`src/design/brainwars_pkg.sv`:
```
package brainwars_pkg;

	//////////////////////////////
	// game states, one-hot
	typedef enum logic [3:0] {
		IDLE      = 4'd1, // waiting for invite
		COUNTDOWN = 4'd2, // pre-game countdown
		PLAY      = 4'd4, // count along running
		RESULT    = 4'd8  // verdict shown
	} game_state_t;

	typedef logic [7:0] score_t; // saturates at 255

	//////////////////////////////
	// timing, small for simulation
	localparam int SCAN_DIV = 4; // clk cycles per scan strobe
	localparam int SEC_DIV = 16; // scan strobes per second strobe
	localparam int DEB_LEN = 3; // equal samples to accept a level
	localparam int COUNTDOWN_SECS = 3;
	localparam int PLAY_SECS = 8;
	localparam int RESULT_SECS = 2;
	localparam int KEYPAD_WIDTH = 4; // rows and columns

	localparam int SCAN_CNT_W = $clog2(SCAN_DIV);
	localparam int SEC_CNT_W = $clog2(SEC_DIV);
	localparam int ROW_W = $clog2(KEYPAD_WIDTH);
	localparam int SECS_W = 4; // holds the longest phase

	// verdict seen from the main board
	localparam logic [1:0] WL_NONE = 2'd0;
	localparam logic [1:0] WL_MAIN_WIN = 2'd1;
	localparam logic [1:0] WL_MAIN_LOSE = 2'd2;
	localparam logic [1:0] WL_TIE = 2'd3;

	// font codes above the decimal digits
	localparam logic [3:0] FONT_BLANK = 4'd10;
	localparam logic [3:0] FONT_IDLE = 4'd11;
	localparam logic [3:0] FONT_COUNTDOWN = 4'd12;
	localparam logic [3:0] FONT_PLAY = 4'd13;
	localparam logic [3:0] FONT_RESULT = 4'd14;

	// bit order dp,m,l,k,j,i,h,g2,g1,f,e,d,c,b,a, low lights a segment
	localparam logic [14:0] seg14_font [16] = '{
		15'h7fc0, 15'h7ff9, 15'h7f24, 15'h7f30, // 0 1 2 3
		15'h7f19, 15'h7f12, 15'h7f02, 15'h7ff8, // 4 5 6 7
		15'h7f00, 15'h7f10, 15'h7fff, 15'h6df6, // 8 9 blank I
		15'h7fc6, 15'h7f0c, 15'h770c, 15'h7f3f  // C P R dash
	};

endpackage

```
`src/design/score_if.sv`:
```
`timescale 1ns/1ps

interface score_if;
	import brainwars_pkg::*;

	score_t score; // binary score
	logic [3:0] units; // decimal digits, one clk behind score
	logic [3:0] tens;
	logic [3:0] hund;

	modport keeper (
		output score, units, tens, hund
	);

	modport display (
		input score, units, tens, hund
	);

endinterface

```
`src/design/tick_gen.sv`:
```
`timescale 1ns/1ps

module tick_gen (
	input  logic clk,
	input  logic rst,
	output logic tick_scan, // one clk every SCAN_DIV clocks
	output logic tick_sec // coincides with a tick_scan
);
	import brainwars_pkg::*;

	logic [SCAN_CNT_W-1:0] scan_cnt; // clk divider
	logic [SEC_CNT_W-1:0] sec_cnt; // scan strobe divider

	assign tick_scan = (scan_cnt == SCAN_CNT_W'(SCAN_DIV - 1));
	assign tick_sec = tick_scan && (sec_cnt == SEC_CNT_W'(SEC_DIV - 1));

	always_ff @(posedge clk) begin
		if (rst) begin
			scan_cnt <= '0;
			sec_cnt <= '0;
		end else begin
			if (tick_scan)
				scan_cnt <= '0; // wrap
			else
				scan_cnt <= scan_cnt + 1'b1;
			if (tick_sec)
				sec_cnt <= '0;
			else if (tick_scan)
				sec_cnt <= sec_cnt + 1'b1; // only counts scan strobes
		end
	end

endmodule

```
`src/design/keypad_scan.sv`:
```
`timescale 1ns/1ps

module keypad_scan (
	input  logic clk,
	input  logic rst,
	input  logic tick_scan,
	input  logic [brainwars_pkg::KEYPAD_WIDTH-1:0] col_n, // low = pressed
	output logic [brainwars_pkg::KEYPAD_WIDTH-1:0] row_n, // one row driven low
	output logic [3:0] key, // last key seen
	output logic pressed // key still held
);
	import brainwars_pkg::*;

	logic [ROW_W-1:0] row_idx; // row currently driven
	logic [ROW_W-1:0] key_row; // row that produced key
	logic [ROW_W-1:0] col_idx; // lowest low column
	logic col_hit; // any column low

	//////////////////////////////
	// column priority encoder
	always_comb begin
		col_idx = '0;
		col_hit = ~&col_n;
		for (int i = KEYPAD_WIDTH - 1; i >= 0; i--) begin
			if (!col_n[i])
				col_idx = ROW_W'(i); // lowest index wins
		end
	end

	//////////////////////////////
	// row rotation and key capture
	always_ff @(posedge clk) begin
		if (rst) begin
			row_n <= ~KEYPAD_WIDTH'(1); // row 0 low
			row_idx <= '0;
			key_row <= '0;
			pressed <= 1'b0;
		end else if (tick_scan) begin
			row_n <= {row_n[KEYPAD_WIDTH-2:0], row_n[KEYPAD_WIDTH-1]}; // next row
			row_idx <= row_idx + 1'b1;
			if (col_hit) begin
				key_row <= row_idx;
				pressed <= 1'b1;
			end else if (row_idx == key_row) begin
				pressed <= 1'b0; // released
			end
		end
	end

	// key payload, row times 4 plus column
	always_ff @(posedge clk) begin
		if (tick_scan && col_hit)
			key <= {row_idx, col_idx};
	end

endmodule

```
`src/design/key_debounce.sv`:
```
`timescale 1ns/1ps

module key_debounce (
	input  logic clk,
	input  logic rst,
	input  logic tick_scan, // sample strobe
	input  logic in, // raw level
	output logic pulse // one clk per accepted press
);
	import brainwars_pkg::*;

	logic [DEB_LEN-1:0] samples; // newest in bit 0
	logic [DEB_LEN-1:0] samples_next;
	logic level; // filtered level

	assign samples_next = {samples[DEB_LEN-2:0], in};

	always_ff @(posedge clk) begin
		if (rst) begin
			samples <= '0;
			level <= 1'b0;
			pulse <= 1'b0;
		end else begin
			pulse <= 1'b0; // default low
			if (tick_scan) begin
				samples <= samples_next;
				if (&samples_next) begin
					level <= 1'b1;
					pulse <= ~level; // rising edge of level
				end else if (~|samples_next) begin
					level <= 1'b0; // hold on mixed samples
				end
			end
		end
	end

endmodule

```
`src/design/game_fsm.sv`:
```
`timescale 1ns/1ps

module game_fsm (
	input  logic clk,
	input  logic rst,
	input  logic tick_sec, // one second strobe
	input  logic invite_p, // debounced invite button
	input  logic game_invite_in, // main board invites
	input  logic cancel_p, // debounced cancel button
	input  logic game_cancel_in, // main board cancels
	output brainwars_pkg::game_state_t state
);
	import brainwars_pkg::*;

	logic [SECS_W-1:0] sec_cnt; // seconds left in phase
	logic start; // both boards agree to start
	logic abort; // both boards agree to cancel
	logic sec_last; // final second of phase

	assign start = invite_p && game_invite_in;
	assign abort = cancel_p && game_cancel_in;
	assign sec_last = (sec_cnt == SECS_W'(1));

	always_ff @(posedge clk) begin
		if (rst) begin
			state <= IDLE;
			sec_cnt <= '0;
		end else begin
			case (state)
				IDLE: begin
					if (start) begin
						state <= COUNTDOWN;
						sec_cnt <= SECS_W'(COUNTDOWN_SECS);
					end
				end
				COUNTDOWN: begin
					if (abort) begin
						state <= IDLE; // cancel wins over timer
					end else if (tick_sec) begin
						if (sec_last) begin
							state <= PLAY;
							sec_cnt <= SECS_W'(PLAY_SECS);
						end else begin
							sec_cnt <= sec_cnt - 1'b1;
						end
					end
				end
				PLAY: begin
					if (abort) begin
						state <= IDLE; // no verdict
					end else if (tick_sec) begin
						if (sec_last) begin
							state <= RESULT;
							sec_cnt <= SECS_W'(RESULT_SECS);
						end else begin
							sec_cnt <= sec_cnt - 1'b1;
						end
					end
				end
				RESULT: begin
					if (tick_sec) begin
						if (sec_last)
							state <= IDLE; // back for next invite
						else
							sec_cnt <= sec_cnt - 1'b1;
					end
				end
				default: begin
					state <= IDLE; // illegal encoding
				end
			endcase
		end
	end

endmodule

```
`src/design/score_keeper.sv`:
```
`timescale 1ns/1ps

module score_keeper (
	input  logic clk,
	input  logic rst,
	input  brainwars_pkg::game_state_t state,
	input  logic [3:0] key, // key from scanner
	input  logic press_p, // debounced press
	input  logic [7:0] score_in, // main board score
	output logic [1:0] win_lose_main, // verdict to main board
	score_if.keeper sc
);
	import brainwars_pkg::*;

	game_state_t state_q; // last cycle's state
	logic enter_countdown;
	logic enter_result;

	// double dabble, three digits from 8 bits
	function automatic logic [11:0] to_bcd(input score_t bin);
		logic [19:0] sh;
		sh = {12'd0, bin};
		for (int i = 0; i < 8; i++) begin
			if (sh[11:8] > 4'd4)
				sh[11:8] = sh[11:8] + 4'd3;
			if (sh[15:12] > 4'd4)
				sh[15:12] = sh[15:12] + 4'd3;
			if (sh[19:16] > 4'd4)
				sh[19:16] = sh[19:16] + 4'd3;
			sh = sh << 1;
		end
		return sh[19:8];
	endfunction

	assign enter_countdown = (state == COUNTDOWN) && (state_q != COUNTDOWN);
	assign enter_result = (state == RESULT) && (state_q != RESULT);

	//////////////////////////////
	// count along scoring
	always_ff @(posedge clk) begin
		if (rst) begin
			state_q <= IDLE;
			sc.score <= '0;
			win_lose_main <= WL_NONE;
		end else begin
			state_q <= state;
			if (enter_countdown)
				sc.score <= '0; // fresh game
			else if (state == PLAY && press_p && key == sc.units && !(&sc.score))
				sc.score <= sc.score + 1'b1; // right digit, saturating
			if (state == IDLE)
				win_lose_main <= WL_NONE;
			else if (enter_result) begin
				if (score_in > sc.score)
					win_lose_main <= WL_MAIN_WIN;
				else if (score_in < sc.score)
					win_lose_main <= WL_MAIN_LOSE;
				else
					win_lose_main <= WL_TIE;
			end
		end
	end

	// digits trail score by one clk
	always_ff @(posedge clk) begin
		{sc.hund, sc.tens, sc.units} <= to_bcd(sc.score);
	end

endmodule

```
`src/design/ssd_scan.sv`:
```
`timescale 1ns/1ps

module ssd_scan (
	input  logic clk,
	input  logic rst,
	input  logic tick_scan, // digit advance strobe
	input  brainwars_pkg::game_state_t state,
	score_if.display sc,
	output logic [14:0] display, // segments, active low
	output logic [3:0] control // digit enables, active low
);
	import brainwars_pkg::*;

	logic [1:0] dig; // active digit
	logic scan_on; // off until first strobe
	logic [3:0] state_code; // font index for state
	logic [3:0] code; // font index for active digit

	always_comb begin
		case (state)
			IDLE: state_code = FONT_IDLE;
			COUNTDOWN: state_code = FONT_COUNTDOWN;
			PLAY: state_code = FONT_PLAY;
			RESULT: state_code = FONT_RESULT;
			default: state_code = FONT_BLANK;
		endcase
	end

	//////////////////////////////
	// digit select and font lookup
	always_comb begin
		case (dig)
			2'd3: code = state_code; // leftmost shows state
			2'd2: code = sc.hund;
			2'd1: code = sc.tens;
			default: code = sc.units;
		endcase
		if (!scan_on)
			code = FONT_BLANK;
	end

	assign display = seg14_font[code];
	assign control = scan_on ? ~(4'b0001 << dig) : 4'hf;

	always_ff @(posedge clk) begin
		if (rst) begin
			dig <= '0;
			scan_on <= 1'b0;
		end else if (tick_scan) begin
			if (!scan_on)
				scan_on <= 1'b1; // start on digit 0
			else
				dig <= dig + 1'b1;
		end
	end

endmodule

```
`src/design/brainwars_secondary.sv`:
```
`timescale 1ns/1ps

module brainwars_secondary (
	input  logic clk,
	input  logic rst,
	input  logic [brainwars_pkg::KEYPAD_WIDTH-1:0] col_n, // keypad columns
	input  logic game_invite, // invite button
	input  logic game_invite_in, // invite level from main board
	input  logic game_cancel, // cancel button
	input  logic game_cancel_in, // cancel level from main board
	input  logic [7:0] score_in, // main board score
	output logic [brainwars_pkg::KEYPAD_WIDTH-1:0] row_n, // keypad rows
	output brainwars_pkg::game_state_t state,
	output logic [1:0] win_lose_main, // verdict to main board
	output logic [14:0] display, // 14-seg segments
	output logic [3:0] control // 14-seg digit enables
);

	logic tick_scan, tick_sec; // enable strobes
	logic [3:0] key;
	logic pressed;
	logic invite_p, cancel_p, press_p; // debounced pulses

	score_if sc_i ();

	//////////////////////////////
	// strobes and inputs
	tick_gen tick_gen_i (
		.clk(clk),
		.rst(rst),
		.tick_scan(tick_scan),
		.tick_sec(tick_sec)
	);

	keypad_scan keypad_scan_i (
		.clk(clk),
		.rst(rst),
		.tick_scan(tick_scan),
		.col_n(col_n),
		.row_n(row_n),
		.key(key),
		.pressed(pressed)
	);

	key_debounce invite_deb_i (
		.clk(clk), .rst(rst), .tick_scan(tick_scan),
		.in(game_invite), .pulse(invite_p)
	);

	key_debounce cancel_deb_i (
		.clk(clk), .rst(rst), .tick_scan(tick_scan),
		.in(game_cancel), .pulse(cancel_p)
	);

	key_debounce press_deb_i (
		.clk(clk), .rst(rst), .tick_scan(tick_scan),
		.in(pressed), .pulse(press_p) // one pulse per keypad press
	);

	//////////////////////////////
	// game control and output
	game_fsm game_fsm_i (
		.clk(clk),
		.rst(rst),
		.tick_sec(tick_sec),
		.invite_p(invite_p),
		.game_invite_in(game_invite_in),
		.cancel_p(cancel_p),
		.game_cancel_in(game_cancel_in),
		.state(state)
	);

	score_keeper score_keeper_i (
		.clk(clk),
		.rst(rst),
		.state(state),
		.key(key),
		.press_p(press_p),
		.score_in(score_in),
		.win_lose_main(win_lose_main),
		.sc(sc_i.keeper)
	);

	ssd_scan ssd_scan_i (
		.clk(clk),
		.rst(rst),
		.tick_scan(tick_scan),
		.state(state),
		.sc(sc_i.display),
		.display(display),
		.control(control)
	);

endmodule

```
`config.mk`:
```
export PLATFORM = sky130hd
export DESIGN_NAME = brainwars_secondary
export DESIGN_NICKNAME = d
export VERILOG_FILES = /design/src/design/brainwars_pkg.sv /design/src/design/score_if.sv /design/src/design/tick_gen.sv /design/src/design/keypad_scan.sv /design/src/design/key_debounce.sv /design/src/design/game_fsm.sv /design/src/design/score_keeper.sv /design/src/design/ssd_scan.sv /design/src/design/brainwars_secondary.sv
export SDC_FILE = /design/constraint.sdc
export NUM_CORES = 1
export LEC_CHECK = 0
export ABC_CLOCK_PERIOD_IN_PS = 10400
export BUFFER_PORTS_ARGS = -buffer_cell sky130_fd_sc_hd__buf_2
export CELL_PAD_IN_SITES_DETAIL_PLACEMENT = 0
export CELL_PAD_IN_SITES_GLOBAL_PLACEMENT = 2
export CORE_MARGIN = 2
export CORE_UTILIZATION = 39
export CTS_CLUSTER_SIZE = 8
export DETAILED_ROUTE_END_ITERATION = 10
export GPL_TIMING_DRIVEN = 0
export PLACE_DENSITY = 0.95
export SKIP_CTS_REPAIR_TIMING = 1
export SLEW_MARGIN = 30
export SYNTH_ARGS = -nofsm -noshare
export SYNTH_HDL_FRONTEND = slang
export SYNTH_HIERARCHICAL = 1
export SYNTH_SLANG_ARGS = --single-unit
```
`constraint.sdc`:
```
create_clock -name clk -period 10.4 [get_ports clk]
set_input_delay 2.08 -clock clk [delete_from_list [all_inputs] [get_ports clk]]
set_output_delay 2.08 -clock clk [all_outputs]
set_load 0.01 [all_outputs]
```
==> metrics.cfg, run 1 <==
[worst_setup_path]
critPathMaxFanout = 10
cpPeakStageDelay_ns = 0.64
path_class = reg -> reg
critPathLaunchType = flop
worstPathRequired_ns = 10.59
path_cells = buf_2 -> inv_1 -> ha_1 -> inv_1 -> ha_1 -> buf_2 -> or2_1 -> a311oi_1 -> nor4_1 -> o21ai_1 -> nand3_1 -> o21ai_0 -> ha_1 -> clkbuf_1 -> maj3_1 -> o221a_2 -> xnor2_1 -> ha_1 -> inv_1 -> o21ai_0 -> o221ai_1 -> a21oi_1 -> o211ai_1 -> or3b_1
crit_slowest_cell = nor4_1
timing.rr.end = score_keeper_i/sc.units[2]$_DFF_P_
end_kind = flop
rrSetupSlack_ns = 4.83
endpoint = score_keeper_i/sc.units[2]$_DFF_P_
startpoint = score_keeper_i/sc.score[5]$_SDFFE_PP0P_
r2r_start = score_keeper_i/sc.score[5]$_SDFFE_PP0P_
cp_data_arrival_time_ns = 5.76
worst_path_most_repeated_cell = ha_1
reg2reg_depth = 24

[logic_synthesis]
synth_top_family_by_area = simple AND/OR/NAND/NOR gates
synthSimpleGateAreaFrac_pct = 24.63
synth-seq-cells = 66
yosysUniqueCellTypes = 93
muxShareOfSynthArea_pct = 3.518
synthAdderAreaFrac_pct = 9.490
synth.avg_cell_area_um2 = 8.512
synth.most_common_cell = dfxtp_1
yosys_warnings = 6
synthFlopType = dfxtp_1
ys_seq_area_share_pct = 29.67
synth_area_leaders = dfxtp_1 (27%), ha_1 (9.3%), nor2_1 (4.9%)
synth-compound-area-share_pct = 21.22
synthTopCellsByCount = dfxtp_1 (62), nor2_1 (60), nand2_1 (42)
synth_top_cell_by_area = dfxtp_1
synth_top_area_share_pct = 27.05
synth_xor_area_share_pct = 5.345
syn_area_um2 = 4588
syn-instance-count = 539
synth-edff-count = 4
async_reset_ff_share_pct = 0

[timing]
slew_viol_final = 0
grt_setup_unrepaired = no
tightest_slew_ns = 0.8504
slew_headroom_pct = 43.30
fin_crit_sh_pct = 53.56
tns_ns = 0
final-hold-violation-count = 0
setup_violations = 0
fin_skew_ns = 0.004157
period_needed_ns = 5.570
hold_slack_ns = 0.4174
max_freq_mhz = 179.5

[layout]
diodes = 0
layout.nets = 648
area_delta_synth_final_pct = 15.38
drive_gt1_share_pct = 18.97
largest_register_ffs = 8
fillers = 1096
top_register = score_keeper_i/sc.score

[die]
ioPinCount = 47
rows = 39
initial_core_util_pct = 40.01
die_y_um = 112.5
die_area_um2 = 12650
fp.dieW_um = 112.5
core_area_um2 = 11470

[worst_hold_path]
hold_class = reg -> reg
holdPathStages = 1

[global_route]
gr-total-overflow = 0
grt_max_degree = 29
track_usage_pct = 17.68
antenna_found_initial = 0
grt_pass1_vias = 3896
grt_pass1_wl_um = 18630

[clock_network]
numCtsBuffers = 9
clkSinkCount = 66
cts_buffer_depth = 2
worstSkewPairLatency_ns = 0.32
cts.clk_slew.worst_paths_ns = 0.05
cts_tree = built
htree_levels = 3
clockRootBuffer = clkbuf_16

[status]
outcome = completed

[power]
power.leakage_nw = 2.085
ir_drop_v = 0.00007325
p_per_area_nw_per_um2 = 121.7

[detailed_routing]
drc = 0
via_per_inst = 5.496
wl_per_cell_um = 14.50
drt-initial-drc-count = 349
routed_wl_um = 10790
firstDrtPassIters = 5
ant_nets = 0
vias = 4089

[run]
maxCapViolations = 0

[place]
numPortBuffers = 42
dp_hpwl_um = 7957
gp_congestion = 0.8566

[worst max-delay path, delay by kind of cell (launching register included)]
| family | cells | cell delay (ns) |
|---|---|---|
| AOI/OAI and AO/OA | 8 | 1.44 |
| xor gates and xnor gates | 1 | 0.16 |
| adders and majority gates | 5 | 1.24 |
| buffers and inverters | 6 | 0.97 |
| DFF | 1 | 0.32 |
| and+or+nand+nor | 4 | 1.30 |
[logic make-up (layout without fill, tap and decap cells)]
family,after synthesis,after routing
mux,16,16
flops,66,66
compound gates,128,128
buf+inv,53,111
other cells,2,6
fa+ha+maj,35,35
xor+xnor,28,28
simple gates,211,211
[worst min-delay path by stage]
stage	start	to
global route	tick_gen_i/scan_cnt[0]$_SDFF_PP0_	tick_gen_i/scan_cnt[0]$_SDFF_PP0_
global placement	tick_gen_i/scan_cnt[0]$_SDFF_PP0_	tick_gen_i/scan_cnt[0]$_SDFF_PP0_
finish	tick_gen_i/scan_cnt[0]$_SDFF_PP0_	tick_gen_i/scan_cnt[0]$_SDFF_PP0_
floorplan	score_keeper_i/sc.score[0]$_SDFFE_PP0P_	score_keeper_i/sc.units[0]$_DFF_P_
CTS	tick_gen_i/scan_cnt[0]$_SDFF_PP0_	tick_gen_i/scan_cnt[0]$_SDFF_PP0_
detailed placement	tick_gen_i/scan_cnt[0]$_SDFF_PP0_	tick_gen_i/scan_cnt[0]$_SDFF_PP0_
[layer usage]
metal	track usage, %	wire (um)	vias up
met1	23.55	5060	1915
li1	-	-	2069
met3	4.482	536	8
met2	29.24	5108	97
met4	3.496	85	0
met5	0	0	-
[power by group]
part | internal (W) | switching [W]
Sequential | 0.000263 | 0.00000858
Combinational | 0.0000371 | 0.0000407
Clock | 0.000188 | 0.000107
[cell type report]
cell class,count,area [um2],share of cell area [%]
Timing Repair Buffer,42,210.2,3.971
Clock buffer,13,281.5,5.318
Sequential cell,66,1361,25.72
Buffer,26,171.4,3.238
Tap cell,143,178.9,3.380
Inverter,27,102.6,1.938
Clock inverter,3,20.02,0.3782
Multi-Input combinational cell,424,2968,56.06
[stage by stage]
stage	cells	power, W	util, %	cell area (um2)	setup WS (ns)
floorplan	543	0.0003315	-	4603	5.600
global placement	728	0.0003522	43.54	4992	5.023
detailed placement	728	0.0003546	43.54	4992	4.930
CTS	744	0.0006529	46.16	5294	4.915
global route	744	0.0006758	46.16	5294	4.342
finish	744	0.0006443	46.16	5294	4.830
[layout by cell type (no fill, tap or decap), types with 6 or more instances in the layout]
master     synthesis  final
a211oi_1           6      6
a21oi_1           30     30
and3_1             6      6
buf_2              5     47
buf_4             10     10
clkbuf_1           6      7
clkbuf_16          0     10
conb_1             2      6
dfxtp_1           62     62
ha_1              34     34
inv_1             23     23
mux2i_1           15     15
nand2_1           42     42
nand2b_1          10     10
nand3_1           15     15
nand4_1            8      8
nor2_1            60     60
nor2b_1           10     10
nor3_1            10     10
nor4_1             8      8
nor4b_1            8      8
o21ai_0           17     17
xnor2_1           20     20
xor2_1             8      8
(Power assumes the default switching activity.)
==> inputs of run 2 (changes only) <==
Settings changed: ABC_AREA set to 1, ABC_CLOCK_PERIOD_IN_PS 10400 to 5500, CORE_UTILIZATION 39 to 34, PLACE_DENSITY 0.95 to 0.93.
Clock period 10.4 ns to 5.5 ns, I/O delays scaled along.
==> metrics.cfg, run 2 <==
[logic_synthesis]
syn_area_um2 = 4677
ys_seq_area_share_pct = 29.11
async_reset_ff_share_pct = 0
yosys_warnings = 6
syn-instance-count = 682
synth_top_cell_by_area = dfxtp_1
synth_area_leaders = dfxtp_1 (27%), nand2_1 (13%), ha_1 (9.1%)
synth.avg_cell_area_um2 = 6.858
synthTopCellsByCount = nand2_1 (166), inv_1 (84), nor2_1 (68)
synth.most_common_cell = nand2_1
synthFlopType = dfxtp_1
synth-edff-count = 4
synth-seq-cells = 66
yosysUniqueCellTypes = 44
synth_top_area_share_pct = 26.54

[timing]
fin_skew_ns = 0.003869
period_needed_ns = 3.613
slew_headroom_pct = 56.97
final-hold-violation-count = 0
tightest_slew_ns = 0.6415
max_freq_mhz = 276.7
setup_violations = 0
grt_setup_unrepaired = no
tns_ns = 0
fin_crit_sh_pct = 65.70
slew_viol_final = 0

[worst_setup_path]
worst-path-buf-inv = 5
cp_top_family = simple AND/OR/NAND/NOR gates
critPathLaunchType = flop
path_cells = inv_1 -> nand2_1 -> nor2_1 -> nor2_1 -> nand2_1 -> nand2_1 -> nand2_1 -> nand2_2 -> nand2_2 -> ha_1 -> inv_1 -> o21ai_1 -> inv_1 -> nand2_1 -> nand2_1 -> inv_1 -> buf_2
cpPeakStageDelay_ns = 0.68
end_kind = output pin
cp_data_arrival_time_ns = 2.51
worstPathRequired_ns = 4.40
path_class = reg -> out
crit_slowest_cell = dfxtp_1
critPathMaxFanout = 14
worst_path_most_repeated_cell = nand2_1

[die]
initial_core_util_pct = 35.04
die_area_um2 = 14710
ioPinCount = 47
rows = 42
fp.dieW_um = 121.3
core_area_um2 = 13350
die_y_um = 121.3

[layout]
area_delta_synth_final_pct = 15.36
diodes = 0
drive_gt1_share_pct = 22.98
layout.nets = 791
largest_register_ffs = 8
top_register = score_keeper_i/sc.score
finalNonFillerCells = 920
mostFrequentLayoutCell = nand2_1
final_cell_mix = nand2_1 (166), inv_1 (84), nor2_1 (68)

[global_route]
grt_pass1_wl_um = 17050
grt_max_degree = 30
grt_pass1_vias = 3970
antenna_found_initial = 0
track_usage_pct = 13.88
gr-total-overflow = 0

[place]
numPortBuffers = 42
dp_hpwl_um = 7664
gp_congestion = 0.7956
placedCellCount = 904

[worst_hold_path]
hold_class = reg -> reg

[clock_network]
cts_tree = built
cts_buffer_depth = 2
worstSkewPairLatency_ns = 0.32
htree_levels = 3
cts.clk_slew.worst_paths_ns = 0.06
numCtsBuffers = 9
clkSinkCount = 66
clockRootBuffer = clkbuf_16

[detailed_routing]
via_per_inst = 4.612
ant_nets = 0
wl_per_cell_um = 10.30
vias = 4243
drt-initial-drc-count = 160
drc = 0
firstDrtPassIters = 4
routed_wl_um = 9475

[power]
p_per_area_nw_per_um2 = 296.6
power.leakage_nw = 2.618
ir_drop_v = 0.0001561

[run]
maxCapViolations = 0

[status]
outcome = completed

-- run 2: logic make-up (layout without fill, tap and decap cells) --
kind of cell / Yosys count / after routing / share of synthesized area [%]
compound gates: 72 / 72 / 9.203
fa+ha+maj: 34 / 34 / 9.096
buf+inv: 115 / 173 / 10.17
other cells: 2 / 6 / 0.1606
xor+xnor: 3 / 3 / 0.8561
flops: 66 / 66 / 29.11
simple gates: 390 / 390 / 41.41
-- run 2: through the flow --
step           hold WS (ns)  setup slack (ns)   power, W  cell area, um2  util [%]
2_1_floorplan        0.3831             2.427  0.0009855            4692         -
3_3_place_gp         0.4064             2.097   0.001098            5122     38.38
3_5_place_dp         0.4111             2.031   0.001105            5122     38.38
4_1_cts              0.4209             1.864   0.001621            5393     40.40
5_1_grt              0.4388             1.632   0.001727            5395     40.42
6_report             0.4174             1.887   0.001600            5395     40.42
-- run 2: final timing paths --
| path | start | endpoint | slack (ns) | cells after the start |
|---|---|---|---|---|
| worst min-delay path | score_keeper_i/sc.score[0]$_SDFFE_PP0P_ | score_keeper_i/sc.units[0]$_DFF_P_ | 0.42 | 0 |
| worst max register to register | score_keeper_i/sc.score[6]$_SDFFE_PP0P_ | score_keeper_i/sc.units[1]$_DFF_P_ | 2.07 | 29 |
| worst max-delay path | game_fsm_i/state[2]$_SDFFE_PP0P_ | display[3] | 1.89 | 17 |
| worst min register to register | score_keeper_i/sc.score[0]$_SDFFE_PP0P_ | score_keeper_i/sc.units[0]$_DFF_P_ | 0.42 | 0 |
-- run 2: final cells by class --
cell class | count | area, um2
timing repair buffer | 42 | 210.2
multi-input combinational | 505 | 2858
buffer | 10 | 76.32
clock buffer | 9 | 225.2
fill | 1430 | 7953
tap | 176 | 220.2
sequential | 66 | 1361
inverter | 105 | 399.1
clock inverter | 7 | 45.04
-- run 2: report_power, final --
group          internal [W]  switching, W
clock              0.000303      0.000205
sequential         0.000521     0.0000640
combinational      0.000188      0.000320
-- run 2: metal layers --
layer	share of wire, %	global-route usage (%)	vias to the layer above
met1	52	18.66	1892
li1	-	-	2284
met4	0.51	2.802	0
met2	43	23.17	63
met5	0	0	-
met3	4.0	2.679	4
-- run 2: worst register-to-register path, delay by kind of cell, from the launching register on --
family,cells,cell delay [ns]
flops,1,0.41
fa+ha+maj,4,0.86
buf+inv,8,0.70
simple gates,17,1.34
